$ cat src/logic/lsu_settings.svh
`ifndef LSU_SETTINGS_SVH
`define LSU_SETTINGS_SVH

// Datapath widths
`define LSU_XLEN       64
`define LSU_ADDR_W     32

// Line memory geometry
`define LSU_LINE_BYTES 16
`define LSU_LINE_W     128
`define LSU_OFS_W      4
`define LSU_RAM_DEPTH  64

// Identifiers carried with each operation
`define LSU_TAG_W      6
`define LSU_RD_W       5

`endif

$ cat src/logic/lsu_pkg.sv
`default_nettype none

package lsu_pkg;

  // Major opcodes of the memory instructions
  typedef enum logic [6:0] {
    LSU_MAJ_LOAD  = 7'b0000011,
    LSU_MAJ_STORE = 7'b0100011
  } lsu_major_e;

  typedef enum logic [1:0] {
    LSU_OP_NONE  = 2'd0,
    LSU_OP_LOAD  = 2'd1,
    LSU_OP_STORE = 2'd2
  } lsu_op_e;

  // Low two bits of funct3
  typedef enum logic [1:0] {
    LSU_SIZE_B = 2'd0,
    LSU_SIZE_H = 2'd1,
    LSU_SIZE_W = 2'd2,
    LSU_SIZE_D = 2'd3
  } lsu_size_e;

  // Values as seen on o_exc_code
  typedef enum logic [1:0] {
    LSU_EXC_NONE        = 2'd0,
    LSU_EXC_LD_MISALIGN = 2'd1,
    LSU_EXC_ST_MISALIGN = 2'd2
  } lsu_exc_e;

endpackage

`default_nettype wire

$ cat src/logic/lsu_load_align.sv
`timescale 1ns/1ps
`default_nettype none
`include "lsu_settings.svh"

module lsu_load_align
  import lsu_pkg::*;
(
  input  logic                   i_clk,
  input  logic                   i_reset_n,

  input  logic [`LSU_LINE_W-1:0] i_line,

  input  logic                   i_ex2_valid,
  input  lsu_op_e                i_ex2_op,
  input  lsu_size_e              i_ex2_size,
  input  logic                   i_ex2_signed,
  input  logic [`LSU_OFS_W-1:0]  i_ex2_ofs,
  input  logic [`LSU_RD_W-1:0]   i_ex2_rd,
  input  logic [`LSU_TAG_W-1:0]  i_ex2_tag,
  input  lsu_exc_e               i_ex2_exc,

  output logic                   o_wb_valid,
  output logic [`LSU_RD_W-1:0]   o_wb_rd,
  output logic [`LSU_XLEN-1:0]   o_wb_data,

  output logic                   o_done_valid,
  output logic [`LSU_TAG_W-1:0]  o_done_tag,

  output logic                   o_exc_valid,
  output lsu_exc_e               o_exc_code
);

  logic [`LSU_LINE_W-1:0] w_line_shift;
  logic [`LSU_XLEN-1:0]   w_raw;
  logic [`LSU_XLEN-1:0]   w_ext;
  logic                   w_ld_ok;
  logic                   w_has_exc;

  // ------------------------------
  // EX2 byte extraction
  // ------------------------------
  // Addressed bytes moved down to bit 0
  assign w_line_shift = i_line >> {i_ex2_ofs, 3'b000};
  assign w_raw        = w_line_shift[`LSU_XLEN-1:0];

  always_comb begin
    case (i_ex2_size)
      LSU_SIZE_B: begin
        w_ext = {{(`LSU_XLEN-8){i_ex2_signed & w_raw[7]}}, w_raw[7:0]};
      end
      LSU_SIZE_H: begin
        w_ext = {{(`LSU_XLEN-16){i_ex2_signed & w_raw[15]}}, w_raw[15:0]};
      end
      LSU_SIZE_W: begin
        w_ext = {{(`LSU_XLEN-32){i_ex2_signed & w_raw[31]}}, w_raw[31:0]};
      end
      default: begin
        w_ext = w_raw;
      end
    endcase
  end

  assign w_has_exc = (i_ex2_exc != LSU_EXC_NONE);
  assign w_ld_ok   = (i_ex2_op == LSU_OP_LOAD) & ~w_has_exc;

  // ------------------------------
  // EX3 writeback and done
  // ------------------------------
  always_ff @(posedge i_clk or negedge i_reset_n) begin
    if (!i_reset_n) begin
      o_wb_valid   <= 1'b0;
      o_done_valid <= 1'b0;
      o_exc_valid  <= 1'b0;
    end else begin
      o_wb_valid   <= i_ex2_valid & w_ld_ok;
      // Stores and faulting ops still complete
      o_done_valid <= i_ex2_valid;
      o_exc_valid  <= i_ex2_valid & w_has_exc;
    end
  end

  always_ff @(posedge i_clk) begin
    o_wb_rd    <= i_ex2_rd;
    o_wb_data  <= w_ext;
    o_done_tag <= i_ex2_tag;
    o_exc_code <= i_ex2_exc;
  end

endmodule

`default_nettype wire

$ cat config.mk
export PLATFORM = sky130hd
export DESIGN_NAME = lsu_load_align
export DESIGN_NICKNAME = d
export VERILOG_FILES = /design/src/logic/lsu_pkg.sv /design/src/logic/lsu_load_align.sv
export VERILOG_INCLUDE_DIRS = /design/src /design/src/logic
export SDC_FILE = /design/constraint.sdc
export NUM_CORES = 1
export LEC_CHECK = 0
export ABC_AREA = 1
export BUFFER_PORTS_ARGS = -buffer_cell sky130_fd_sc_hd__buf_2
export CAP_MARGIN = 10
export CORE_ASPECT_RATIO = 1.75
export CORE_UTILIZATION = 30
export CTS_CLUSTER_SIZE = 14
export DETAILED_ROUTE_END_ITERATION = 8
export PLACE_DENSITY = 0.55
export SLEW_MARGIN = 20
export SYNTH_ARGS = -nofsm -noshare
export SYNTH_HDL_FRONTEND = slang
export SYNTH_SLANG_ARGS = --single-unit
$ cat constraint.sdc
create_clock -name i_clk -period 0.8 [get_ports i_clk]
set_input_delay 0.16 -clock i_clk [delete_from_list [all_inputs] [get_ports i_clk]]
set_output_delay 0.16 -clock i_clk [all_outputs]
set_load 0.03 [all_outputs]
# ---- Yosys cells after proc, flatten, opt, wreduce, memory -nomap -nowiden
# Index checks and enable logic that the tools add are counted.
dict set report classes {
  n_eq_ne 3
  n_shift 1
  muxes 1
  bitwise_logic 7
  reduce_logical 2
}
# op n
set ops {}
lappend ops {{64-bit case mux with 3 select lines} 1}
lappend ops {{128-bit by 7-bit right shift with 64-bit output} 1}
lappend ops {{1-bit AND} 6}
lappend ops {{2-bit by 1-bit == test with 1-bit output (second input constant)} 2}
lappend ops {{2-bit == test (second input constant)} 1}
lappend ops {{2-bit zero test} 1}
lappend ops {{2-bit nonzero test} 1}
lappend ops {{1-bit NOT} 1}
dict set report totals {
  ff_bits 80
  output_inout_bits 80
}

# ---- Depth between registers and ports, before layout
# Gate-level depths: netlist (run 1).
dict set report depth {
  depth_word 4
  mapped_depth 14
  depth_no_buf 11
}

# ---- Least setup slack after synthesis (run 1)
# No wires, ideal clock.
dict set report synth_timing {
  path_type {input to register}
  startpoint {input i_ex2_ofs[1]}
  endpoint {register o_wb_data[26]}
  arrival_ps 1221
  required_time_ps 683
  slack_ps -538
  path_stages 10
  cell_sequence {buf_4 inv_4 buf_4 buf_4 buf_4 nand2_1 nand3_1 a21oi_1 o21ai_0 nand2_2}
}
dict set report synth_via {
  elab_chain_cells 3
}
# item line
set synth_rtl {}
lappend synth_rtl {{start, declared} lsu_load_align.sv:17} ;# input logic [`LSU_OFS_W-1:0] i_ex2_ofs,
lappend synth_rtl {{128-bit by 7-bit right shift with 64-bit output *} lsu_load_align.sv:43} ;# assign w_line_shift = i_line >> {i_ex2_ofs, 3'b000};
lappend synth_rtl {{1-bit AND, on equally long branches} {lsu_load_align.sv:52, lsu_load_align.sv:49}}
lappend synth_rtl {{64-bit case mux with 3 select lines *} lsu_load_align.sv:47} ;# case (i_ex2_size)
lappend synth_rtl {{named net w_ext[26]} lsu_load_align.sv:35} ;# logic [`LSU_XLEN-1:0] w_ext;
lappend synth_rtl {{end signal, assigned} lsu_load_align.sv:84} ;# o_wb_data <= w_ext;
lappend synth_rtl {{end, declared} lsu_load_align.sv:24} ;# output logic [`LSU_XLEN-1:0] o_wb_data,
# The timed path passes the listed nets; every way through them passes the cells marked *.

# ---- Final worst setup path (run 1)
dict set report layout_timing {
  startpoint {input i_ex2_ofs[0]}
  endpoint {register o_wb_data[47]}
}
dict set report layout_via {
  elab_chain_cells 3
}
# item line
set layout_rtl {}
lappend layout_rtl {{128-bit by 7-bit right shift with 64-bit output *} lsu_load_align.sv:43}
lappend layout_rtl {{1-bit AND, on equally long branches} {lsu_load_align.sv:55, lsu_load_align.sv:49, lsu_load_align.sv:52}}
lappend layout_rtl {{64-bit case mux with 3 select lines *} lsu_load_align.sv:47}
lappend layout_rtl {{named net w_ext[47]} lsu_load_align.sv:35}
# Marks and branches as above.

==> results.toml, run 1 <==
[die]
die_height_um = 203
die_area_um2 = 23700
io_pins = 233
initial_core_util_pct = 30.6
core_area_um2 = 22700
std_cell_rows = 73
die_w_um = 117

[grt]
grt_pass1_wl_um = 46900
track_usage_pct = 25.7
grt_max_degree = 39
grt_pass1_vias = 8663
antenna_found_initial = 1
grt.overflow.total = 0

[clock_tree]
clkTransAtPathRegs_ps = 50
cts_root_buf = "clkbuf_16"
clkSinkCount = 80
cts_inserted_buffers = 9
cts_tree = "built"
h-tree-depth = 3
cts_buffer_depth = 2

[synth]
synth_top_family_by_area = "simple AND/OR/NAND/NOR gates"
synth_top_cell_area_share_pct = 28.8
synth_nets = 1371
ys_seq_area_share_pct = 23.3
yosys_warnings = 0
synth_most_common_cell = "nand2_1"
yosysTopAreaCell = "nand2_1"
synth_area_per_cell_um2 = 5.69
async_reset_ff_share_pct = 3.75
netlist_area_um2 = 6930
synthSimpleGateAreaFrac_pct = 58.8
yosys-mux-area-fraction_pct = 0
synthTopCellsByArea = "nand2_1 29%, nand3_1 23%, dfxtp_1 22%"
synth_edf_count = 0
synth_fa_ha_area_share_pct = 0
synthCells = 1218
synth_compound_area_share_pct = 7.26
ys_ff_latch = 80
synthDistinctLibCells = 32
synth_xor_area_share_pct = 0
synth_commonest_cells = "532 x nand2_1, 318 x nand3_1, 77 x dfxtp_1"
ys.flop_type = "dfxtp_1"

[worst_setup_path]
crit_slowest_cell = "buf_12"
cp_cell_sequence = "buf_12 -> buf_12 -> nand2_1 -> nand3_2 -> nand3_1 -> nand2_1 -> inv_1 -> nand2_2 -> nand3_4 -> buf_6 -> buf_12 -> nand4_1"
critical-path-max-stage-delay_ps = 150
critPathKind = "input pin to register"
cp.arrival_ps = 1370
cp.required_ps = 990
worstPathMaxFanout = 8
cpMostUsedCell = "buf_12"
critPathTopFamily = "buffers and inverters"
critPathLaunchType = "input pin"
end_kind = "register"
cp_num_buf_inv = 5
critPathLaunch = "i_ex2_ofs[0]"

[min_path]
hold_class = "input pin to register"
min-delay-start = "i_ex2_op[1]"

[sta]
whs_ps = -9.38
min_period_over_period_pct = 147
min_period_ps = 1180
rsz0062_at_grt = "true"
tightest_slew_ps = 372
slew-limit-headroom_pct = 75.1
max_freq_ghz = 0.849
final-max-slew-violation-count = 0
hold_violations = 1
finalSetupViolations = 144
finalWorstSetupSlack_ps = -378

[placement]
hpwl_um = 22400
io_buffers = 232
placed_area_um2 = 8970
place_congestion = 0.919

[finish]
areaGrowthSynthToFinish_pct = 60.2
fin_util_pct = 49.0
finalInstanceArea_um2 = 11100
drive_above_1_share_pct = 40.2
final_nets = 1659
nFillCells = 2390

[power]
p_leak_uw = 0.00566
p_per_area_nw_per_um2 = 1430
vdd_ir_drop_max_uv = 961
p_total_uw = 15800

[routing]
avgViaCountPerCell = 5.17
wirelength_um = 31100
wl_per_cell_um = 17.2
drc = 0
vias = 9366
firstDrtPassIters = 5
drtIter0Drc = 667
ant_nets = 0

[status]
status = "finished, violations left"
violations = "hold timing, setup timing"

[flow_run]
maxCapViolations = 0
[final cells by class]
| type | instances | area (µm²) | area share [%] |
|---|---|---|---|
| inverters | 21 | 128 | 1.15 |
| diodes | 1 | 2.50 | 0.0225 |
| clock inverters | 4 | 53.8 | 0.485 |
| multi-input cells | 1016 | 5060 | 45.5 |
| clock buffers | 12 | 246 | 2.22 |
| well taps | 300 | 375 | 3.38 |
| flip-flops and latches | 80 | 1720 | 15.5 |
| repair buffers | 377 | 3500 | 31.6 |
| repair inverters | 1 | 16.3 | 0.147 |
[what timing repair did]
action / CTS / global route
endpoints found under the hold margin: 18 / 0
hold buffers: 15 / 0
resized for setup: 347 / 50
endpoints found under the setup margin: 144 / 144
buffers inserted: 16 / 2
pin swaps: 26 / 10
cloned: 9 / 3
[path summary, 6_finish.rpt]
| check | slack [ps] | cells after the start | end |
|---|---|---|---|
| hold / removal | -9 | 2 | o_wb_valid |
| max in group asynchronous | 530 | 2 | o_done_valid |
| setup / recovery | -380 | 12 | o_wb_data[47] |
| min in group asynchronous | 170 | 2 | o_exc_valid |
[power breakdown]
part / internal [µW] / switching [µW]
Sequential: 4520 / 254
Combinational: 2930 / 3950
Clock: 2510 / 1670
[layer usage]
layer,track usage (%),up-vias,share of wire [%]
met4,11.2,0,3.9
met1,33.4,4260,42
met3,2.45,56,6.0
met5,0,-,0
met2,42.6,410,48
li1,-,4640,-
[sequential cells by signal, summed over array words and instances (netlist names)]
name,cells
o_done_tag,6
o_done_valid,1
o_exc_code,2
o_exc_valid,1
o_wb_data,64
o_wb_rd,5
o_wb_valid,1
[per-stage QoR]
stage	TNS (ps)	instances	hold WS (ps)	setup WS [ps]
after floorplan	-30030	1218	-136	-501
after global placement	-45610	1750	-43.3	-767
after detailed placement	-46110	1750	-43.0	-801
after CTS	-29440	1806	-18.1	-331
after global routing	-36910	1812	0.429	-425
final	-31100	1812	-9.38	-378
[layout by cell type (no fill, tap or decap), types with 12 or more instances in the layout]
master,synthesis,layout
buf_6,13,98
a21oi_1,27,20
buf_12,3,25
o211ai_1,15,15
buf_2,48,148
nand4_1,32,32
o21ai_1,4,13
dlygate4sd3_1,0,15
nand3_1,318,281
buf_16,0,12
nand2_1,532,468
nor2_1,27,25
inv_1,15,13
buf_4,11,73
clkbuf_16,0,13
dfxtp_2,0,74
nand2_2,17,73
nand3_2,1,37
[kinds of logic after synthesis]
| family | count (synthesis) |
|---|---|
| compound gates | 81 |
| flops | 80 |
| simple gates | 935 |
| buf+inv | 122 |
(Power assumes the default switching activity.)
==> run 2, diff against run 1 <==
--- a/config.mk
+++ b/config.mk
@@ -10,10 +10,10 @@
 export BUFFER_PORTS_ARGS = -buffer_cell sky130_fd_sc_hd__buf_2
 export CAP_MARGIN = 10
 export CORE_ASPECT_RATIO = 1.75
-export CORE_UTILIZATION = 30
+export CORE_UTILIZATION = 52
 export CTS_CLUSTER_SIZE = 14
 export DETAILED_ROUTE_END_ITERATION = 8
-export PLACE_DENSITY = 0.55
+export PLACE_DENSITY = 0.85
 export SLEW_MARGIN = 20
 export SYNTH_ARGS = -nofsm -noshare
 export SYNTH_HDL_FRONTEND = slang
==> run 2 against run 1 <==
The run now fails in 5_1_grt. Synthesized cell count unchanged. Area after synthesis unchanged.
==> results.toml, run 2 <==
[grt]
grt.overflow.total = 4
grt_max_degree = 35
grt_pass1_vias = 12965
grt_pass1_wl_um = 80100
track_usage_pct = 77.7

[synth]
netlist_area_um2 = 6930
ys_seq_area_share_pct = 23.3
yosysTopAreaCell = "nand2_1"
synthTopCellsByArea = "nand2_1 29%, nand3_1 23%, dfxtp_1 22%"
ys.flop_type = "dfxtp_1"
async_reset_ff_share_pct = 3.75
ys_ff_latch = 80
synthCells = 1218
synth_commonest_cells = "532 x nand2_1, 318 x nand3_1, 77 x dfxtp_1"
synth_top_cell_area_share_pct = 28.8
synthDistinctLibCells = 32
synth_nets = 1371
synth_area_per_cell_um2 = 5.69
synth_edf_count = 0
yosys_warnings = 0
synth_most_common_cell = "nand2_1"

[status]
haltStage = "5_1_grt"
status = "stopped before the end"
error = "[ERROR GRT-0116] Global routing finished with congestion. Check the congestion regions in the DRC Viewer."

[die]
initial_core_util_pct = 53.6
io_pins = 233
die_height_um = 155
die_w_um = 89.3
std_cell_rows = 55

[placement]
place_congestion = 0.958
hpwl_um = 20900
io_buffers = 232

[clock_tree]
h-tree-depth = 3
cts_root_buf = "clkbuf_16"
cts_buffer_depth = 2
clkSinkCount = 80
cts_inserted_buffers = 9
run 2: cell families after synthesis:
| kind of cell | share of synthesized area [%] |
|---|---|
| AND/OR/NAND/NOR | 58.8 |
| flip-flops | 23.3 |
| AO/OA/AOI/OAI | 7.26 |
| buffers and inverters | 10.7 |
run 2: stage by stage:
step,instances,cell area [µm²],setup slack [ps]
floorplan,1218,7120,-501
global placement,1649,8970,-817
detailed placement,1649,8970,-847
CTS,1735,11700,-361
run 2: repair_timing:
| action | CTS |
|---|---|
| gates cloned | 24 |
| buffers inserted | 31 |
| endpoints found under the hold margin | 18 |
| hold buffers | 15 |
| gates resized for setup | 428 |
| pin swaps | 57 |
| setup endpoints to repair | 143 |
run 2: per-layer routing:
layer  overflow  track usage, %
met1          0            80.5
met2          1            88.8
met3          0            68.8
met4          3            68.5
met5          0            37.5
==> run 3, diff against run 2 <==
--- a/config.mk
+++ b/config.mk
@@ -9,11 +9,9 @@
 export ABC_AREA = 1
 export BUFFER_PORTS_ARGS = -buffer_cell sky130_fd_sc_hd__buf_2
 export CAP_MARGIN = 10
-export CORE_ASPECT_RATIO = 1.75
-export CORE_UTILIZATION = 52
-export CTS_CLUSTER_SIZE = 14
+export CORE_UTILIZATION = 40
 export DETAILED_ROUTE_END_ITERATION = 8
-export PLACE_DENSITY = 0.85
+export PLACE_DENSITY_LB_ADDON = 0.15
 export SLEW_MARGIN = 20
 export SYNTH_ARGS = -nofsm -noshare
 export SYNTH_HDL_FRONTEND = slang
==> run 3 against run 2 <==
The flow now finishes, with violations (hold timing, setup timing).
==> results.toml, run 3 (synthesis gave the netlist of run 1 again) <==
[placement]
pre_cts_ws_ps = -776
place_congestion = 0.941
io_buffers = 232
hpwl_um = 21300

[finish]
final_nets = 1678
largest_reg_flops = 64
final_cell_mix = "430 x nand2_1, 267 x nand3_1, 148 x buf_2"
areaGrowthSynthToFinish_pct = 69.7
drive_above_1_share_pct = 44.8
reg.largest.list = "o_wb_data (64), o_done_tag (6), o_wb_rd (5)"
antennaDiodeCount = 0
fin_util_pct = 70.2
layout_commonest_cell = "nand2_1"
top_register = "o_wb_data"

[routing]
drtIter0Drc = 1141
drc = 0
vias = 10153
avgViaCountPerCell = 5.80
wl_per_cell_um = 19.1
ant_nets = 0
wirelength_um = 33500
firstDrtPassIters = 7

[min_path]
min_to = "o_wb_valid"
min-delay-start = "i_ex2_op[1]"
hold_class = "input pin to register"
min_path_cells = 2

[power]
p_leak_uw = 0.00598
p_total_uw = 16900
vdd_ir_drop_max_uv = 1140
p_per_area_nw_per_um2 = 1440

[clock_tree]
cts_root_buf = "clkbuf_16"
cts_buffer_depth = 2
cts_inserted_buffers = 9
hold_buffers = 15
cts_tree = "built"
clkTransAtPathRegs_ps = 70
clkSinkCount = 80
h-tree-depth = 3

[die]
core_area_um2 = 16800
die_w_um = 134
initial_core_util_pct = 41.3
die_height_um = 134
die_area_um2 = 17900
std_cell_rows = 47
io_pins = 233

[grt]
track_usage_pct = 31.8
grt_pass1_vias = 8966
grt.overflow.total = 0
grt_pass1_wl_um = 44400
antenna_found_initial = 0
grt_max_degree = 36

[sta]
max_freq_ghz = 0.834
finalSetupViolations = 143
tightest_slew_ps = 397
rsz0062_at_grt = "true"
slew-limit-headroom_pct = 73.5
final-max-slew-violation-count = 0
hold_violations = 1
whs_ps = -37.4
finalWorstSetupSlack_ps = -399
min_period_ps = 1200
min_period_over_period_pct = 150

[status]
status = "finished, violations left"
violations = "hold timing, setup timing"

[worst_setup_path]
end_kind = "register"
worstPathMaxFanout = 8
critPathLaunch = "i_ex2_ofs[0]"
cp.arrival_ps = 1480
critPathKind = "input pin to register"
critPathLaunchType = "input pin"
cp.required_ps = 1080

[flow_run]
maxCapViolations = 0
==> run 3: worst max path at each step <==
stage                          endpoint  slack, ps  cells after the start
after global routing      o_wb_data[17]       -440                     10
after detailed placement  o_wb_data[27]       -780                     12
after global placement    o_wb_data[28]       -740                     12
after floorplan           o_wb_data[19]       -500                     12
final                     o_wb_data[17]       -400                     10
after CTS                 o_wb_data[36]       -360                     12
==> run 3: final cells by class <==
class,instances,area (µm²)
Fill cell,1395,5000
Tap cell,220,275
Sequential cell,80,1720
Multi-Input combinational cell,1016,5410
Timing Repair inverter,3,43.8
Clock buffer,9,225
Clock inverter,7,109
Inverter,21,119
Timing Repair Buffer,394,3870
==> run 3: worst max-delay path: stages <==
cell,delay [ps]
clkbuf_16,160
clkbuf_16,170
buf_12,120
nand2_2,50
and2_4,150
o211ai_2,290
nand3_1,120
nand2_1,110
nand2_1,70
nand2_2,80
==> run 3: through the flow <==
stage	cell area [µm²]	TNS, ps	cells
2_1_floorplan	7120	-30030	1218
3_3_place_gp	8950	-43870	1676
3_5_place_dp	8950	-44720	1676
4_1_cts	9780	-35840	1709
5_1_grt	11800	-35590	1750
6_report	11800	-31330	1750
==> run 3: routing by layer <==
layer / track usage [%] / routed length, µm / vias to the layer above
met5: 0 / 0 / -
met4: 17.2 / 2050 / 0
met3: 4.26 / 2760 / 157
met2: 57.9 / 16600 / 595
met1: 35.8 / 12100 / 4699
li1: - / - / 4702
==> run 3: what timing repair did <==
action | CTS | global route
pin swaps | 0 | 75
buffers inserted | 0 | 11
endpoints found under the setup margin | 144 | 144
endpoints found under the hold margin | 18 | 1
gates cloned | 2 | 31
resized for setup | 112 | 412
==> run 3: power by group <==
group          internal [µW]  switching (µW)
Clock                   2810            1930
Sequential              4520             278
Combinational           3150            4220
