`config.mk`:
```
export PLATFORM = sky130hd
export DESIGN_NAME = lsu_addr_gen
export DESIGN_NICKNAME = d
export VERILOG_FILES = /design/src/logic/lsu_pkg.sv /design/src/logic/lsu_addr_gen.sv
export VERILOG_INCLUDE_DIRS = /design/src /design/src/logic
export SDC_FILE = /design/constraint.sdc
export NUM_CORES = 1
export LEC_CHECK = 0
export BUFFER_PORTS_ARGS = -buffer_cell sky130_fd_sc_hd__buf_4
export CAP_MARGIN = 0
export CORE_AREA = 5 5 203 205
export DETAILED_ROUTE_END_ITERATION = 8
export DIE_AREA = 0 0 208 210
export PLACE_DENSITY_LB_ADDON = 0.08
export SYNTH_ARGS = -nofsm -noshare
export SYNTH_HDL_FRONTEND = slang
export SYNTH_SLANG_ARGS = --single-unit
```
`constraint.sdc`:
```
create_clock -name i_clk -period 6.13 [get_ports i_clk]
set_clock_uncertainty 0.1 [all_clocks]
set_input_delay 1.226 -clock i_clk [delete_from_list [all_inputs] [get_ports i_clk]]
set_output_delay 1.226 -clock i_clk [all_outputs]
set_load 0.05 [all_outputs]
```
`src/logic/lsu_settings.svh`:
```
`ifndef LSU_SETTINGS_SVH
`define LSU_SETTINGS_SVH

// Datapath widths
`define LSU_XLEN       64
`define LSU_ADDR_W     32

// Line memory geometry
`define LSU_LINE_BYTES 16
`define LSU_LINE_W     128
`define LSU_OFS_W      4
`define LSU_RAM_DEPTH  64

// Identifiers carried with each operation
`define LSU_TAG_W      6
`define LSU_RD_W       5

`endif

```
`src/logic/lsu_pkg.sv`:
```
`default_nettype none

package lsu_pkg;

  // Major opcodes of the memory instructions
  typedef enum logic [6:0] {
    LSU_MAJ_LOAD  = 7'b0000011,
    LSU_MAJ_STORE = 7'b0100011
  } lsu_major_e;

  typedef enum logic [1:0] {
    LSU_OP_NONE  = 2'd0,
    LSU_OP_LOAD  = 2'd1,
    LSU_OP_STORE = 2'd2
  } lsu_op_e;

  // Low two bits of funct3
  typedef enum logic [1:0] {
    LSU_SIZE_B = 2'd0,
    LSU_SIZE_H = 2'd1,
    LSU_SIZE_W = 2'd2,
    LSU_SIZE_D = 2'd3
  } lsu_size_e;

  // Values as seen on o_exc_code
  typedef enum logic [1:0] {
    LSU_EXC_NONE        = 2'd0,
    LSU_EXC_LD_MISALIGN = 2'd1,
    LSU_EXC_ST_MISALIGN = 2'd2
  } lsu_exc_e;

endpackage

`default_nettype wire

```
`src/logic/lsu_addr_gen.sv`:
```
`timescale 1ns/1ps
`default_nettype none
`include "lsu_settings.svh"

module lsu_addr_gen
  import lsu_pkg::*;
(
  input  logic                              i_clk,
  input  logic                              i_reset_n,

  input  logic                              i_rs_valid,
  input  logic [31:0]                       i_rs_inst,
  input  logic [`LSU_XLEN-1:0]              i_rs_rs1,
  input  logic [`LSU_XLEN-1:0]              i_rs_rs2,
  input  logic [`LSU_RD_W-1:0]              i_rs_rd,
  input  logic [`LSU_TAG_W-1:0]             i_rs_tag,

  input  logic                              i_rp_valid,
  input  logic [31:0]                       i_rp_inst,
  input  logic [`LSU_XLEN-1:0]              i_rp_rs1,
  input  logic [`LSU_XLEN-1:0]              i_rp_rs2,
  input  logic [`LSU_RD_W-1:0]              i_rp_rd,
  input  logic [`LSU_TAG_W-1:0]             i_rp_tag,

  output logic                              o_rs_conflict,
  output logic [`LSU_TAG_W-1:0]             o_rs_conflict_tag,

  output logic                              o_rd_en,
  output logic [$clog2(`LSU_RAM_DEPTH)-1:0] o_line_idx,
  output logic                              o_wr_en,
  output logic [`LSU_LINE_BYTES-1:0]        o_wr_mask,
  output logic [`LSU_LINE_W-1:0]            o_wr_line,

  output logic                              o_ex2_valid,
  output lsu_op_e                           o_ex2_op,
  output lsu_size_e                         o_ex2_size,
  output logic                              o_ex2_signed,
  output logic [`LSU_OFS_W-1:0]             o_ex2_ofs,
  output logic [`LSU_RD_W-1:0]              o_ex2_rd,
  output logic [`LSU_TAG_W-1:0]             o_ex2_tag,
  output lsu_exc_e                          o_ex2_exc
);

  logic                    r_rs_valid;
  logic [31:0]             r_rs_inst;
  logic [`LSU_XLEN-1:0]    r_rs_rs1;
  logic [`LSU_XLEN-1:0]    r_rs_rs2;
  logic [`LSU_RD_W-1:0]    r_rs_rd;
  logic [`LSU_TAG_W-1:0]   r_rs_tag;

  logic                    w_ex0_valid;
  logic [31:0]             w_ex0_inst;
  logic [`LSU_XLEN-1:0]    w_ex0_rs1;
  logic [`LSU_XLEN-1:0]    w_ex0_rs2;
  logic [`LSU_RD_W-1:0]    w_ex0_rd;
  logic [`LSU_TAG_W-1:0]   w_ex0_tag;
  lsu_op_e                 w_ex0_op;
  logic [11:0]             w_ex0_imm;

  logic                    r_ex1_valid;
  lsu_op_e                 r_ex1_op;
  lsu_size_e               r_ex1_size;
  logic                    r_ex1_signed;
  logic [11:0]             r_ex1_imm;
  logic [`LSU_XLEN-1:0]    r_ex1_rs1;
  logic [`LSU_XLEN-1:0]    r_ex1_rs2;
  logic [`LSU_RD_W-1:0]    r_ex1_rd;
  logic [`LSU_TAG_W-1:0]   r_ex1_tag;

  logic [`LSU_ADDR_W-1:0]  w_ex1_addr;
  logic [`LSU_OFS_W-1:0]   w_ex1_ofs;
  logic                    w_ex1_misalign;
  logic [7:0]              w_ex1_size_mask;
  lsu_exc_e                w_ex1_exc;

  // ------------------------------
  // EX0 issue select and decode
  // ------------------------------
  // Replay wins, the registered RS entry is dropped
  always_comb begin
    if (i_rp_valid) begin
      w_ex0_inst = i_rp_inst;
      w_ex0_rs1  = i_rp_rs1;
      w_ex0_rs2  = i_rp_rs2;
      w_ex0_rd   = i_rp_rd;
      w_ex0_tag  = i_rp_tag;
    end else begin
      w_ex0_inst = r_rs_inst;
      w_ex0_rs1  = r_rs_rs1;
      w_ex0_rs2  = r_rs_rs2;
      w_ex0_rd   = r_rs_rd;
      w_ex0_tag  = r_rs_tag;
    end
  end

  assign w_ex0_valid       = i_rp_valid | r_rs_valid;
  assign o_rs_conflict     = i_rp_valid & r_rs_valid;
  assign o_rs_conflict_tag = r_rs_tag;

  always_comb begin
    case (w_ex0_inst[6:0])
      LSU_MAJ_LOAD:  w_ex0_op = LSU_OP_LOAD;
      LSU_MAJ_STORE: w_ex0_op = LSU_OP_STORE;
      default:       w_ex0_op = LSU_OP_NONE;
    endcase
  end

  // S-type for stores, I-type otherwise
  assign w_ex0_imm = (w_ex0_op == LSU_OP_STORE) ? {w_ex0_inst[31:25], w_ex0_inst[11:7]}
                                                : w_ex0_inst[31:20];

  // ------------------------------
  // EX1 address and alignment
  // ------------------------------
  assign w_ex1_addr = r_ex1_rs1[`LSU_ADDR_W-1:0]
                    + {{(`LSU_ADDR_W-12){r_ex1_imm[11]}}, r_ex1_imm};
  assign w_ex1_ofs  = w_ex1_addr[`LSU_OFS_W-1:0];

  always_comb begin
    case (r_ex1_size)
      LSU_SIZE_B: begin
        w_ex1_misalign  = 1'b0;
        w_ex1_size_mask = 8'h01;
      end
      LSU_SIZE_H: begin
        w_ex1_misalign  = w_ex1_addr[0];
        w_ex1_size_mask = 8'h03;
      end
      LSU_SIZE_W: begin
        w_ex1_misalign  = |w_ex1_addr[1:0];
        w_ex1_size_mask = 8'h0f;
      end
      default: begin
        w_ex1_misalign  = |w_ex1_addr[2:0];
        w_ex1_size_mask = 8'hff;
      end
    endcase
  end

  always_comb begin
    if (!w_ex1_misalign) begin
      w_ex1_exc = LSU_EXC_NONE;
    end else if (r_ex1_op == LSU_OP_LOAD) begin
      w_ex1_exc = LSU_EXC_LD_MISALIGN;
    end else begin
      w_ex1_exc = LSU_EXC_ST_MISALIGN;
    end
  end

  // Upper address bits above the index alias onto the same lines
  assign o_rd_en    = r_ex1_valid & (r_ex1_op == LSU_OP_LOAD) & ~w_ex1_misalign;
  assign o_line_idx = w_ex1_addr[`LSU_OFS_W +: $clog2(`LSU_RAM_DEPTH)];
  assign o_wr_en    = r_ex1_valid & (r_ex1_op == LSU_OP_STORE) & ~w_ex1_misalign;
  assign o_wr_mask  = {{(`LSU_LINE_BYTES-8){1'b0}}, w_ex1_size_mask} << w_ex1_ofs;
  assign o_wr_line  = {{(`LSU_LINE_W-`LSU_XLEN){1'b0}}, r_ex1_rs2} << {w_ex1_ofs, 3'b000};

  // ------------------------------
  // Pipeline registers
  // ------------------------------
  always_ff @(posedge i_clk or negedge i_reset_n) begin
    if (!i_reset_n) begin
      r_rs_valid  <= 1'b0;
      r_ex1_valid <= 1'b0;
      o_ex2_valid <= 1'b0;
    end else begin
      r_rs_valid  <= i_rs_valid;
      // Non-memory instructions die here
      r_ex1_valid <= w_ex0_valid & (w_ex0_op != LSU_OP_NONE);
      o_ex2_valid <= r_ex1_valid;
    end
  end

  always_ff @(posedge i_clk) begin
    r_rs_inst    <= i_rs_inst;
    r_rs_rs1     <= i_rs_rs1;
    r_rs_rs2     <= i_rs_rs2;
    r_rs_rd      <= i_rs_rd;
    r_rs_tag     <= i_rs_tag;

    r_ex1_op     <= w_ex0_op;
    r_ex1_size   <= lsu_size_e'(w_ex0_inst[13:12]);
    r_ex1_signed <= ~w_ex0_inst[14];
    r_ex1_imm    <= w_ex0_imm;
    r_ex1_rs1    <= w_ex0_rs1;
    r_ex1_rs2    <= w_ex0_rs2;
    r_ex1_rd     <= w_ex0_rd;
    r_ex1_tag    <= w_ex0_tag;

    o_ex2_op     <= r_ex1_op;
    o_ex2_size   <= r_ex1_size;
    o_ex2_signed <= r_ex1_signed;
    o_ex2_ofs    <= w_ex1_ofs;
    o_ex2_rd     <= r_ex1_rd;
    o_ex2_tag    <= r_ex1_tag;
    o_ex2_exc    <= w_ex1_exc;
  end

endmodule

`default_nettype wire

```
* Word-level counts from Yosys, hierarchy flattened
Cells that the tools add are included.
Widths: inputs -> output; s select.
** Word-level totals
- Flip-flop bits (word level) :: 240
- Input bits :: 346
- Output and inout port bits :: 182
** Operators by class
- Add/sub/neg operators :: 1
- Equal/unequal tests :: 7
- Shift operators :: 2
- Multiplexer cells :: 10
- Bitwise logic cells :: 9
- Reductions and logical operators :: 4
** Operators with widths (count)
- $shl 64x7->128 :: 1
- $mux 64 :: 1
- $mux 30 :: 1
- $pmux 8 s3 :: 1
- $shl 8x4->16 :: 1
- $add 10x10->10 :: 1
- $mux 10 :: 1
- $mux 5 :: 2
- $eq 7x2->1 const B :: 1
- $eq 7x6->1 const B :: 1
- $and 1x1->1 :: 6
- $eq 2x2->1 const B :: 3
- $mux 6 :: 1
- $eq 2x1->1 const B :: 2
- $pmux 2 s2 :: 1
- $pmux 1 s3 :: 1
- $reduce_or 3->1 :: 1
- $logic_not 2->1 :: 1
- $mux 2 :: 1
- $not 1->1 :: 2
- $reduce_bool 2->1 :: 1
- $reduce_or 2->1 :: 1
- $or 1x1->1 :: 1

* Logic depth before layout (Yosys ltp)
Gate-level depths: netlist (run 1).
- Word-level depth :: 5
- Depth in mapped cells :: 10
- Gate-level depth less buffers :: 9

* Worst setup path after synthesis (run 1)
OpenSTA, ideal clock, no wires.
- Kind :: reg-to-output
- From :: reg r_ex1_imm[0]
- To :: out o_wr_line[88]
- Arrival time :: 3.024 ns
- Setup slack :: 1.780 ns
- Cell stages (with the launch flop) :: 8
- Buffers on the path :: 2
- Cell sequence :: dfxtp_1 > ha_1 > inv_1 > fa_1 > buf_2 > buf_4 > mux2_2 > o31ai_1
** Between the ends
- Cells in the longest elaborated chain, start to end :: 2
** Ends and longest elaborated chain
- start: declaration :: line lsu_addr_gen.sv:64 : logic [11:0] r_ex1_imm;
- start signal: assignment :: line lsu_addr_gen.sv:183 : r_ex1_imm <= w_ex0_imm;
- $add 10x10->10 :: line lsu_addr_gen.sv:115 : assign w_ex1_addr = r_ex1_rs1[`LSU_ADDR_W-1:0]
- $shl 64x7->128 :: line lsu_addr_gen.sv:155 : assign o_wr_line = {{(`LSU_LINE_W-`LSU_XLEN){1'b0}}, r_ex1_rs2} << {w_ex1_ofs, 3'b000};
- end: declaration :: line lsu_addr_gen.sv:32 : output logic [`LSU_LINE_W-1:0] o_wr_line,
Every way passes these cells.

* Final worst setup path (run 1)
- From :: reg r_ex1_imm[0]
- To :: out o_wr_line[67]
Same word-level chain as after synthesis.

==> qor.yml, run 1 <==
outcome: "finished, final reports clean"
ctsHoldBuffers: 0
avgSynthCellArea_um2: 10.10
multi_input_area_mm2: 0.004614
synth_edf_count: 0
ctsResizeCount: 0
drc: 0
hold_viol: 0
drt_iter0_drc: 382
die_area_mm2: 0.04368
port_buffers: 405
grt-ovfl-total: 0
worstPathCellList: "ha_4, inv_1, fa_4, buf_4, nand2b_1, nor3_4, a32o_1, buf_4"
first_pass_iters: 4
cts_root_buf: "clkbuf_16"
register_area_mm2: 0.004720
detailed_place_hpwl_um: 31610
routedWlPerCell_um: 21.83
postSynthCellCount: 961
via_per_inst: 4.520
grt_max_degree: 64
period_minus_slack_ns: 5.055
syn_nets: 1317
routed_wl_um: 41150
setup_tns_ns: 0
synth_area_leaders: "dfxtp_1 (48%), mux2_2 (13%), mux2i_1 (6.2%)"
initial_core_util: 0.2470
fin_util: 0.3598
fmax_mhz: 197.8
irDropWorstVdd_mv: 0.2137
synth_top_area_frac: 0.4787
synth_largest_area_cell: "dfxtp_1"
place_congestion: 0.8178
worstHoldPathCells: 0
nFillCells: 4008
synthTopCellsByCount: "dfxtp_1 (232), nor2_1 (130), mux2_2 (115)"
grt_pass1_wl_um: 58930
yosys_warnings: 0
antenna_found_initial: 1
rsz0062_at_grt: "false"
post-route-period-util: 0.8246
cap_viol_max_count: 0
insertion_delay_ns: 0.56
post_cts_buffers: 0
pin_count: 528
critPathSlowestCell: "fa_4"
grt_pass1_vias: 8935
clock_sinks: 235
finalSetupViolCount: 0
nets: 1693
htree_levels: 1
worst_slew_pin_slew_ns: 0.9350
drive_above_1_share: 0.4478
worstPathRequired_ns: 4.80
critPathMaxFanout: 42
synth.most_common_cell: "dfxtp_1"
max_stage_delay_ns: 0.88
regToRegSetupSlack_ns: 3.10
hp-class: "reg -> reg"
ys_types: 61
die_x_um: 208
cp.arrival_ns: 3.73
maxSlewHeadroom: 0.3760
critical_path_class: "reg -> out"
dr_total_vias: 8520
track_usage: 0.1773
ant_nets: 0
clock_path_buffers: 3
dieHeight_um: 210
reg2reg_depth: 8
cts.reportedPaths.clkPinSlew_ns: 0.06
synthArstFlopShare: 0.01277
placement_rows: 73
syn_to_final_growth_pct: 45.65
crit_path_frequent_cell: "buf_4"
startpoint_type: "register"
cts_buffers: 29
endpoint_kind: "output pin"
core-area_mm2: 0.03928
p_leak_nw: 6.390
syn_area_mm2: 0.009702
cts_tree: "yes"
antenna_cells: 0
report.final.slew_viol_count: 0
synth-seq-cells: 235
synth_ff_type: "dfxtp_1"
seq_area_frac_synth: 0.4865
cellPowerDensity_mw_per_mm2: 449.6
## through the flow
stage	cell area, µm²	std cells	power, mW	hold WS [ns]	worst slack (ns)
after floorplan	9702	961	3.709	0.2096	1.780
after global placement	13170	1831	4.702	0.2100	1.645
after detailed placement	13170	1831	4.699	0.2121	1.649
after CTS	14130	1885	6.455	0.2258	1.039
after global routing	14130	1885	6.644	0.2288	0.8784
final	14130	1885	6.353	0.2228	1.075
## power breakdown
part / leakage (nW) / switching [mW] / internal (mW) / total, mW
logic: 3.92 / 2.07 / 0.875 / 2.94
registers: 2.00 / 0.0619 / 1.64 / 1.70
clock network: 0.470 / 0.685 / 1.03 / 1.71
## cell families after synthesis
kind of cell	after synthesis	share of synthesized area
flops	235	0.4865
simple gates	289	0.1357
buf+inv	82	0.04269
xor+xnor	8	0.007221
mux	180	0.2070
compound gates	157	0.1073
fa+ha+maj	10	0.01367
## final timing paths
kind	to	from
worst min-delay path	o_ex2_tag[0]	r_ex1_tag[0]
worst max-delay path	o_wr_line[67]	r_ex1_imm[0]
max in group asynchronous	r_ex1_valid	i_reset_n
worst max register to register	o_ex2_exc[1]	r_ex1_imm[0]
min in group asynchronous	o_ex2_valid	i_reset_n
worst min register to register	o_ex2_tag[0]	r_ex1_tag[0]
## cell type report
class                      instances  area share
clock buffer                      42     0.05906
clock inverter                    12    0.008943
tap                              525     0.04648
timing repair buffer             420      0.2231
multi-input combinational        644      0.3265
inverter                           7    0.001859
sequential                       235      0.3340
## sequential cells by signal, summed over array words and instances, names as in the netlist, 2 cells and up
| register | count |
|---|---|
| o_ex2_ofs | 4 |
| r_ex1_tag | 6 |
| r_ex1_op | 2 |
| r_rs_inst | 25 |
| o_rs_conflict_tag | 6 |
| r_ex1_rs1 | 10 |
| o_ex2_op | 2 |
| r_ex1_rs2 | 64 |
| r_rs_rs2 | 64 |
| r_ex1_rd | 5 |
| r_ex1_imm | 10 |
| r_ex1_size | 2 |
| r_rs_rs1 | 10 |
| o_ex2_rd | 5 |
| o_ex2_size | 2 |
| o_ex2_tag | 6 |
| o_ex2_exc | 2 |
| r_rs_rd | 5 |
## routing by layer
metal | global-route usage | wire [µm] | part of all wire | up-vias
li1 | - | - | - | 4148
met3 | 0.06191 | 3370 | 0.082 | 49
met4 | 0.04802 | 1226 | 0.030 | 0
met1 | 0.2138 | 17000 | 0.41 | 4016
met5 | 0 | 0 | 0 | -
met2 | 0.3031 | 19550 | 0.48 | 307
## worst max-delay path: cells and delay by family (launching register included)
family | cells | cell delay [ns]
AND/OR/NAND/NOR | 2 | 0.81
adder cells (fa/ha/maj) | 2 | 1.04
buffers and inverters | 3 | 0.73
flip-flops | 1 | 0.35
AO/OA/AOI/OAI | 1 | 0.23
## layout by cell type, fill, tap and decap left out, drive strengths merged, types with 8 or more instances in the layout
| cell | synthesis | final |
|---|---|---|
| o21ai | 27 | 27 |
| inv | 7 | 9 |
| mux2i | 60 | 60 |
| or3 | 8 | 8 |
| a21oi | 41 | 41 |
| o2bb2ai | 8 | 8 |
| nor2 | 134 | 134 |
| buf | 52 | 420 |
| and2 | 10 | 10 |
| and3 | 11 | 11 |
| o22a | 8 | 8 |
| a32o | 9 | 9 |
| a22oi | 9 | 9 |
| dfxtp | 232 | 232 |
| clkbuf | 23 | 42 |
| nand3 | 27 | 27 |
| nand2 | 67 | 67 |
| mux2 | 115 | 115 |
| o22ai | 22 | 22 |
| nand4 | 11 | 11 |
| ha | 9 | 9 |
| a31oi | 16 | 16 |
No activity file was read; power rests on OpenSTA's default activity.
==> inputs of run 2 (changes only) <==
--- a/config.mk
+++ b/config.mk
@@ -6,11 +6,12 @@
 export SDC_FILE = /design/constraint.sdc
 export NUM_CORES = 1
 export LEC_CHECK = 0
+export ABC_AREA = 1
 export BUFFER_PORTS_ARGS = -buffer_cell sky130_fd_sc_hd__buf_4
 export CAP_MARGIN = 0
-export CORE_AREA = 5 5 203 205
+export CORE_AREA = 5 5 204 206
 export DETAILED_ROUTE_END_ITERATION = 8
-export DIE_AREA = 0 0 208 210
+export DIE_AREA = 0 0 209 211
 export PLACE_DENSITY_LB_ADDON = 0.08
 export SYNTH_ARGS = -nofsm -noshare
 export SYNTH_HDL_FRONTEND = slang
==> constraint.sdc (replaced) <==
create_clock -name i_clk -period 4.35 [get_ports i_clk]
set_clock_uncertainty 0.1 [all_clocks]
set_input_delay 0.87 -clock i_clk [delete_from_list [all_inputs] [get_ports i_clk]]
set_output_delay 0.87 -clock i_clk [all_outputs]
set_load 0.05 [all_outputs]
==> qor.yml, run 2 <==
track_usage: 0.1979  # was 0.1773
grt_pass1_wl_um: 67650  # was 58930 µm
r2r-start: "r_ex1_imm[0]"  # unchanged
finalSetupViolCount: 0  # unchanged
clock_sinks: 235  # unchanged
maxSlewHeadroom: 0.4426  # was 0.3760
p_leak_nw: 8.088  # was 6.390 nW
cap_viol_max_count: 0  # unchanged
routed_wl_um: 46140  # was 41150 µm
dieHeight_um: 211  # was 210 µm
internal_power_mw: 4.827  # was 3.539 mW
clock_path_buffers: 3  # unchanged
clock_power_share: 0.266  # was 0.270
via_per_inst: 4.512  # was 4.520
r2r_end: "o_ex2_exc[1]"  # unchanged
postSynthCellCount: 1620  # was 961
final_common_cell: "nand2_1"  # was buf_4
detailed_place_hpwl_um: 36340  # was 31610 µm
switching_share: 0.4489  # was 0.4430
grt_max_degree: 90  # was 64
seqPwrFrac: 0.272  # was 0.267
critical_path_class: "reg -> out"  # unchanged
worst_slew_pin_slew_ns: 0.8361  # was 0.9350 ns
outcome: "finished, final reports clean"  # unchanged
syn_to_final_growth_pct: 40.32  # was 45.65%
synth.most_common_cell: "nand2_1"  # was dfxtp_1
startpoint_type: "register"  # unchanged
power.switching_mw: 3.931  # was 2.815 mW
synth_area_leaders: "dfxtp_1 (43%), nand2_1 (29%), nand3_1 (8.6%)"  # was dfxtp_1 (48%), mux2_2 (13%), mux2i_1 (6.2%)
regToRegSetupSlack_ns: 1.94  # was 3.10 ns
ant_nets: 0  # unchanged
synthArstFlopShare: 0.01277  # unchanged
final_cell_mix: "nand2_1 (828), buf_4 (427), dfxtp_1 (232)"  # was buf_4 (420), dfxtp_1 (232), nor2_1 (130)
irDropWorstVdd_mv: 0.2638  # was 0.2137 mV
dr_total_vias: 11420  # was 8520
synth-seq-cells: 235  # unchanged
port_buffers: 405  # unchanged
report.final.slew_viol_count: 0  # unchanged
place_congestion: 0.9320  # was 0.8178
combPwrFrac: 0.462  # was 0.463
critPathMaxFanout: 46  # was 42
routedWlPerCell_um: 18.23  # was 21.83 µm
endpoint_kind: "output pin"  # unchanged
rsz0062_at_grt: "false"  # unchanged
htree_levels: 1  # unchanged
power_mw: 8.758  # was 6.353 mW
avgSynthCellArea_um2: 6.653  # was 10.10 µm²
worstPathRequired_ns: 3.38  # was 4.80 ns
reg.largest.list: "r_ex1_rs2 (64), r_rs_rs2 (64), r_rs_inst (25)"  # unchanged
synth_top_area_frac: 0.4309  # was 0.4787
setup_tns_ns: 0  # unchanged
synth_largest_area_cell: "dfxtp_1"  # unchanged
cellPowerDensity_mw_per_mm2: 579.1  # was 449.6 mW/mm²
drive_above_1_share: 0.2574  # was 0.4478
cts_buffers: 28  # was 29
fmax_mhz: 242.8
startpoint: "r_ex1_imm[0]"  # unchanged
yosys_warnings: 0  # unchanged
post-route-period-util: 0.9467
drt_iter0_drc: 545  # was 382
cts_tree: "yes"  # unchanged
reg2reg_depth: 9  # was 8
placement_rows: 73  # unchanged
hp-class: "reg -> reg"  # unchanged
cts_root_buf: "clkbuf_16"  # unchanged
cp.arrival_ns: 3.15  # was 3.73 ns
syn_area_mm2: 0.01078  # was 0.009702 mm²
drc: 0  # unchanged
hold_viol: 0  # unchanged
grt-ovfl-total: 0  # unchanged
die_x_um: 209  # was 208 µm
core-area_mm2: 0.03946  # was 0.03928 mm²
crit_end: "o_wr_mask[6]"  # was o_wr_line[67]
pin_count: 528  # unchanged
synthTopCellsByCount: "nand2_1 (829), dfxtp_1 (232), nand3_1 (186)"  # was dfxtp_1 (232), nor2_1 (130), mux2_2 (115)
period_minus_slack_ns: 4.118
grt_pass1_vias: 11071  # was 8935
first_pass_iters: 5  # was 4
nets: 2340  # was 1693
synth_ff_type: "dfxtp_1"  # unchanged
seq_area_frac_synth: 0.4379  # was 0.4865
antenna_found_initial: 7  # was 1
synth_edf_count: 0  # unchanged
syn_nets: 1976  # was 1317
insertion_delay_ns: 0.55  # was 0.56 ns
fin_util: 0.3833  # was 0.3598
ys_types: 34  # was 61
initial_core_util: 0.2731  # was 0.2470
cts.reportedPaths.clkPinSlew_ns: 0.06  # about the same
die_area_mm2: 0.04410  # was 0.04368 mm²
run 2: cell types whose count changed after synthesis, sizes merged, moves of 33 or more:
cell,delta
nor2,-42
buf,+33
nand3,+165
mux2,-115
inv,+40
nand2,+767
mux2i,-59
run 2: how the worst min path moves through the flow:
| stage | start | to | depth (start not counted) |
|---|---|---|---|
| after CTS | r_ex1_rd[3] | o_ex2_rd[3] | 0 |
| after global placement | r_ex1_tag[4] | o_ex2_tag[4] | 0 |
| after global routing | r_ex1_tag[4] | o_ex2_tag[4] | 0 |
| final | r_ex1_rd[3] | o_ex2_rd[3] | 0 |
| after detailed placement | r_ex1_rd[3] | o_ex2_rd[3] | 0 |
| after floorplan | r_ex1_rd[0] | o_ex2_rd[0] | 0 |
run 2: what timing repair did:
item,CTS,global route
resized for setup,1,6
setup buffers,0,3
endpoints found under the setup margin,1,14
hold buffers,1,0
hold endpoints to repair,3,0
pin swaps,0,1
run 2: cells by family after synthesis:
| logic type | synth area share |
|---|---|
| xor+xnor | 0.002438 |
| buf+inv | 0.07534 |
| mux | 0.0009288 |
| fa+ha+maj | 0.01231 |
| compound gates | 0.03483 |
| flops | 0.4379 |
| simple gates | 0.4363 |
run 2: final cells by class:
type                    count  area (µm²)
diodes                      1       2.502
clock buffers              43       848.3
clock inverters             8       73.82
fillers                  4297       24330
inverters                  47       178.9
multi-input cells        1235        5274
flip-flops and latches    235        4720
well taps                 525       656.9
repair buffers            437        3369
run 2: critical path: stages (launching register included):
cell     delay, ns
dfxtp_1       0.30
ha_2          0.19
inv_1         0.08
fa_4          0.68
inv_2         0.10
buf_6         0.34
nand2_1       0.16
a21oi_1       0.21
nand2_1       0.09
a21oi_1       0.21
buf_4         0.24
run 2: per-stage QoR:
stage          setup WS [ns]  instance area (µm²)  cells  hold slack (ns)
2_1_floorplan         0.7184                10780   1620           0.2096
3_3_place_gp          0.6090                14130   2475           0.2109
3_5_place_dp          0.5987                14130   2475           0.2121
4_1_cts              0.06488                15070   2527           0.2252
5_1_grt              0.02999                15120   2531           0.2306
6_report              0.2319                15120   2531           0.2242
run 2: power by group through the flow:
stage | registers (mW) | logic, mW | clock network [mW]
floorplan | 2.48 | 2.68 | 0
global placement | 2.43 | 4.03 | 0
detailed placement | 2.43 | 4.04 | 0
CTS | 2.38 | 4.05 | 2.43
global route | 2.39 | 4.32 | 2.51
finish | 2.38 | 4.04 | 2.33
run 2: layer usage:
metal,GRT usage,vias to the layer above,wire length [µm]
met2,0.3272,432,21280
met5,0,-,7
met4,0.06841,2,1587
met1,0.2514,5129,19630
li1,-,5794,-
met3,0.05243,63,3631
==> inputs of run 3 (changes only) <==
--- a/config.mk
+++ b/config.mk
@@ -13,6 +13,7 @@
 export DETAILED_ROUTE_END_ITERATION = 8
 export DIE_AREA = 0 0 209 211
 export PLACE_DENSITY_LB_ADDON = 0.08
+export REMOVE_ABC_BUFFERS = 1
 export SYNTH_ARGS = -nofsm -noshare
 export SYNTH_HDL_FRONTEND = slang
 export SYNTH_SLANG_ARGS = --single-unit
==> qor.yml, run 3 (synthesis gave the netlist of run 2 again) <==
outcome: "finished, final reports clean"  # unchanged
period_minus_slack_ns: 4.170  # was 4.118 ns
pin_count: 528  # unchanged
nets: 2327  # was 2340
p_leak_nw: 8.069  # was 8.088 nW
port_buffers: 405  # unchanged
drive_above_1_share: 0.2539  # was 0.2574
drc: 0  # unchanged
dieHeight_um: 211  # unchanged
final_common_cell: "nand2_1"  # unchanged
fmax_mhz: 239.8  # was 242.8 MHz
hp-class: "reg -> reg"  # unchanged
top_usage_layer: "met2"  # unchanged
whs_ns: 0.2249  # was 0.2242 ns
core-area_mm2: 0.03946  # unchanged
grt_use_met1: 0.2214  # was 0.2514
cp.arrival_ns: 3.20  # was 3.15 ns
post-route-period-util: 0.9586  # was 0.9467
grt_pass1_wl_um: 61410  # was 67650 µm
cts.reportedPaths.clkPinSlew_ns: 0.06  # about the same
place_congestion: 0.8092  # was 0.9320
placement_rows: 73  # unchanged
cts_buffers: 29  # was 28
fin_util: 0.3834  # was 0.3833
cts_root_buf: "clkbuf_16"  # unchanged
register_area_mm2: 0.004720  # unchanged
fin_ws_ns: 0.1803  # was 0.2319 ns
die_x_um: 209  # unchanged
met3_usage: 0.05510  # was 0.05243
grt_pass1_vias: 10940  # was 11.07k
cellPowerDensity_mw_per_mm2: 582.4  # was 579.1 mW/mm²
place_inst: 2464  # was 2475
clock_sinks: 235  # unchanged
startpoint_type: "register"  # unchanged
insertion_delay_ns: 0.55  # about the same
drt_iter0_drc: 422  # was 545
htree_levels: 1  # unchanged
finalSetupViolCount: 0  # unchanged
antenna_found_initial: 0  # was 7
initial_core_util: 0.2731  # unchanged
routedWlPerCell_um: 15.94  # was 18.23 µm
multi_input_area_mm2: 0.005296  # was 0.005274 mm²
critPathMaxFanout: 108  # was 46
first_pass_iters: 5  # unchanged
finalInstanceArea_mm2: 0.01513  # was 0.01512 mm²
via_per_inst: 4.408  # was 4.512
clock_path_buffers: 3  # unchanged
rsz0062_at_grt: "true"  # was false
worstPathCellList: "ha_4, inv_1, fa_4, buf_16, nand3_2, nand2_1, inv_1, nand2_1, inv_1, nor2_1, buf_4"  # was ha_2, inv_1, fa_4, inv_2, buf_6, nand2_1, a21oi_1, nand2_1, a21oi_1, buf_4
grt_max_degree: 109  # was 90
final_cell_mix: "nand2_1 (828), buf_4 (415), dfxtp_1 (232)"  # was nand2_1 (828), buf_4 (427), dfxtp_1 (232)
grt-ovfl-total: 0  # unchanged
stdcell_count: 2518  # was 2531
detailed_place_hpwl_um: 29220  # was 36340 µm
endpoint_kind: "output pin"  # unchanged
use_met2: 0.2892  # was 0.3272
irDropWorstVdd_mv: 0.3091  # was 0.2638 mV
critical_path_class: "reg -> out"  # unchanged
cp_num_buf_inv: 5  # was 4
place_ws_ns: 0.5926  # was 0.5987 ns
routed_wl_um: 40140  # was 46140 µm
ant_nets: 0  # unchanged
dr_total_vias: 11100  # was 11.42k
cap_viol_max_count: 0  # unchanged
syn_to_final_growth_pct: 40.35  # was 40.32%
cts_tree: "yes"  # unchanged
reg.largest.list: "r_ex1_rs2 (64), r_rs_rs2 (64), r_rs_inst (25)"  # unchanged
max_stage_delay_ns: 0.79  # was 0.68 ns
track_usage: 0.1734  # was 0.1979
die_area_mm2: 0.04410  # unchanged
critPathSlowestCell: "fa_4"  # unchanged
worst_slew_pin_slew_ns: 0.7394  # was 0.8361 ns
nFillCells: 4268  # was 4297
report.final.slew_viol_count: 0  # unchanged
cp_top_family: "adder cells"  # unchanged
antenna_cells: 0  # was 1
place_area_mm2: 0.01407  # was 0.01413 mm²
crit_path_frequent_cell: "inv_1"
maxSlewHeadroom: 0.5071  # was 0.4426
worstPathRequired_ns: 3.38  # about the same
hold_viol: 0  # unchanged
run 3: cell types whose count changed in the layout (fill, tap and decap cells not counted), moves of 2 or more:
cell	before	now
inv_6	0	2
o21ai_1	8	10
buf_12	6	4
bufinv_16	1	4
buf_4	427	415
clkbuf_1	7	4
o21ai_2	2	0
nor2_2	3	1
nor2_4	1	3
run 3: worst register-to-register path, cell delays in order (launching register included):
cell     delay [ns]
dfxtp_1        0.35
ha_4           0.17
inv_1          0.05
fa_4           0.79
buf_16         0.37
nand3_2        0.21
nand2_1        0.08
inv_1          0.04
nand2_1        0.18
nor2_1         0.06
run 3: report_power, final:
part	switching (mW)	internal, mW	total (mW)
Combinational	2.82	1.10	3.92
Clock	0.949	1.58	2.53
Sequential	0.0626	2.30	2.37
Total	3.83	4.98	8.81
run 3: final cells by class:
type                       instances  area share
sequential                       235      0.3120
clock inverter                    13     0.01199
multi-input combinational       1235      0.3501
tap                              525     0.04342
timing repair buffer             423      0.2152
clock buffer                      40     0.05534
inverter                          47     0.01191
run 3: per-stage QoR:
step,power [mW],TNS [ns]
after floorplan,4.967,-183.78
after global placement,6.347,0
after detailed placement,6.353,0
after CTS,8.937,0
after global routing,9.326,-0.003211
final,8.809,0
run 3: layer usage:
layer	share of wire	wire length (µm)	vias to the layer above
li1	-	-	5764
met1	0.44	17810	4972
met2	0.46	18390	322
met3	0.082	3273	42
met4	0.017	671	0
met5	0	0	-
run 3: final timing paths:
| path | depth (start not counted) | end | slack [ns] | start |
|---|---|---|---|---|
| worst max-delay path | 11 | o_rd_en | 0.18 | r_ex1_imm[0] |
| max in group asynchronous | 2 | r_ex1_valid | 3.50 | i_reset_n |
| min in group asynchronous | 2 | r_rs_valid | 0.55 | i_reset_n |
| worst min register to register | 0 | o_ex2_tag[4] | 0.22 | r_ex1_tag[4] |
| worst max register to register | 9 | o_ex2_exc[0] | 1.83 | r_ex1_imm[0] |
| worst min-delay path | 0 | o_ex2_tag[4] | 0.22 | r_ex1_tag[4] |
run 3: timing repair:
item	in CTS	in global routing
gates resized for setup	1	6
endpoints found under the setup margin	4	11
buffers inserted	0	0
hold endpoints to repair	3	0
hold buffers	1	0
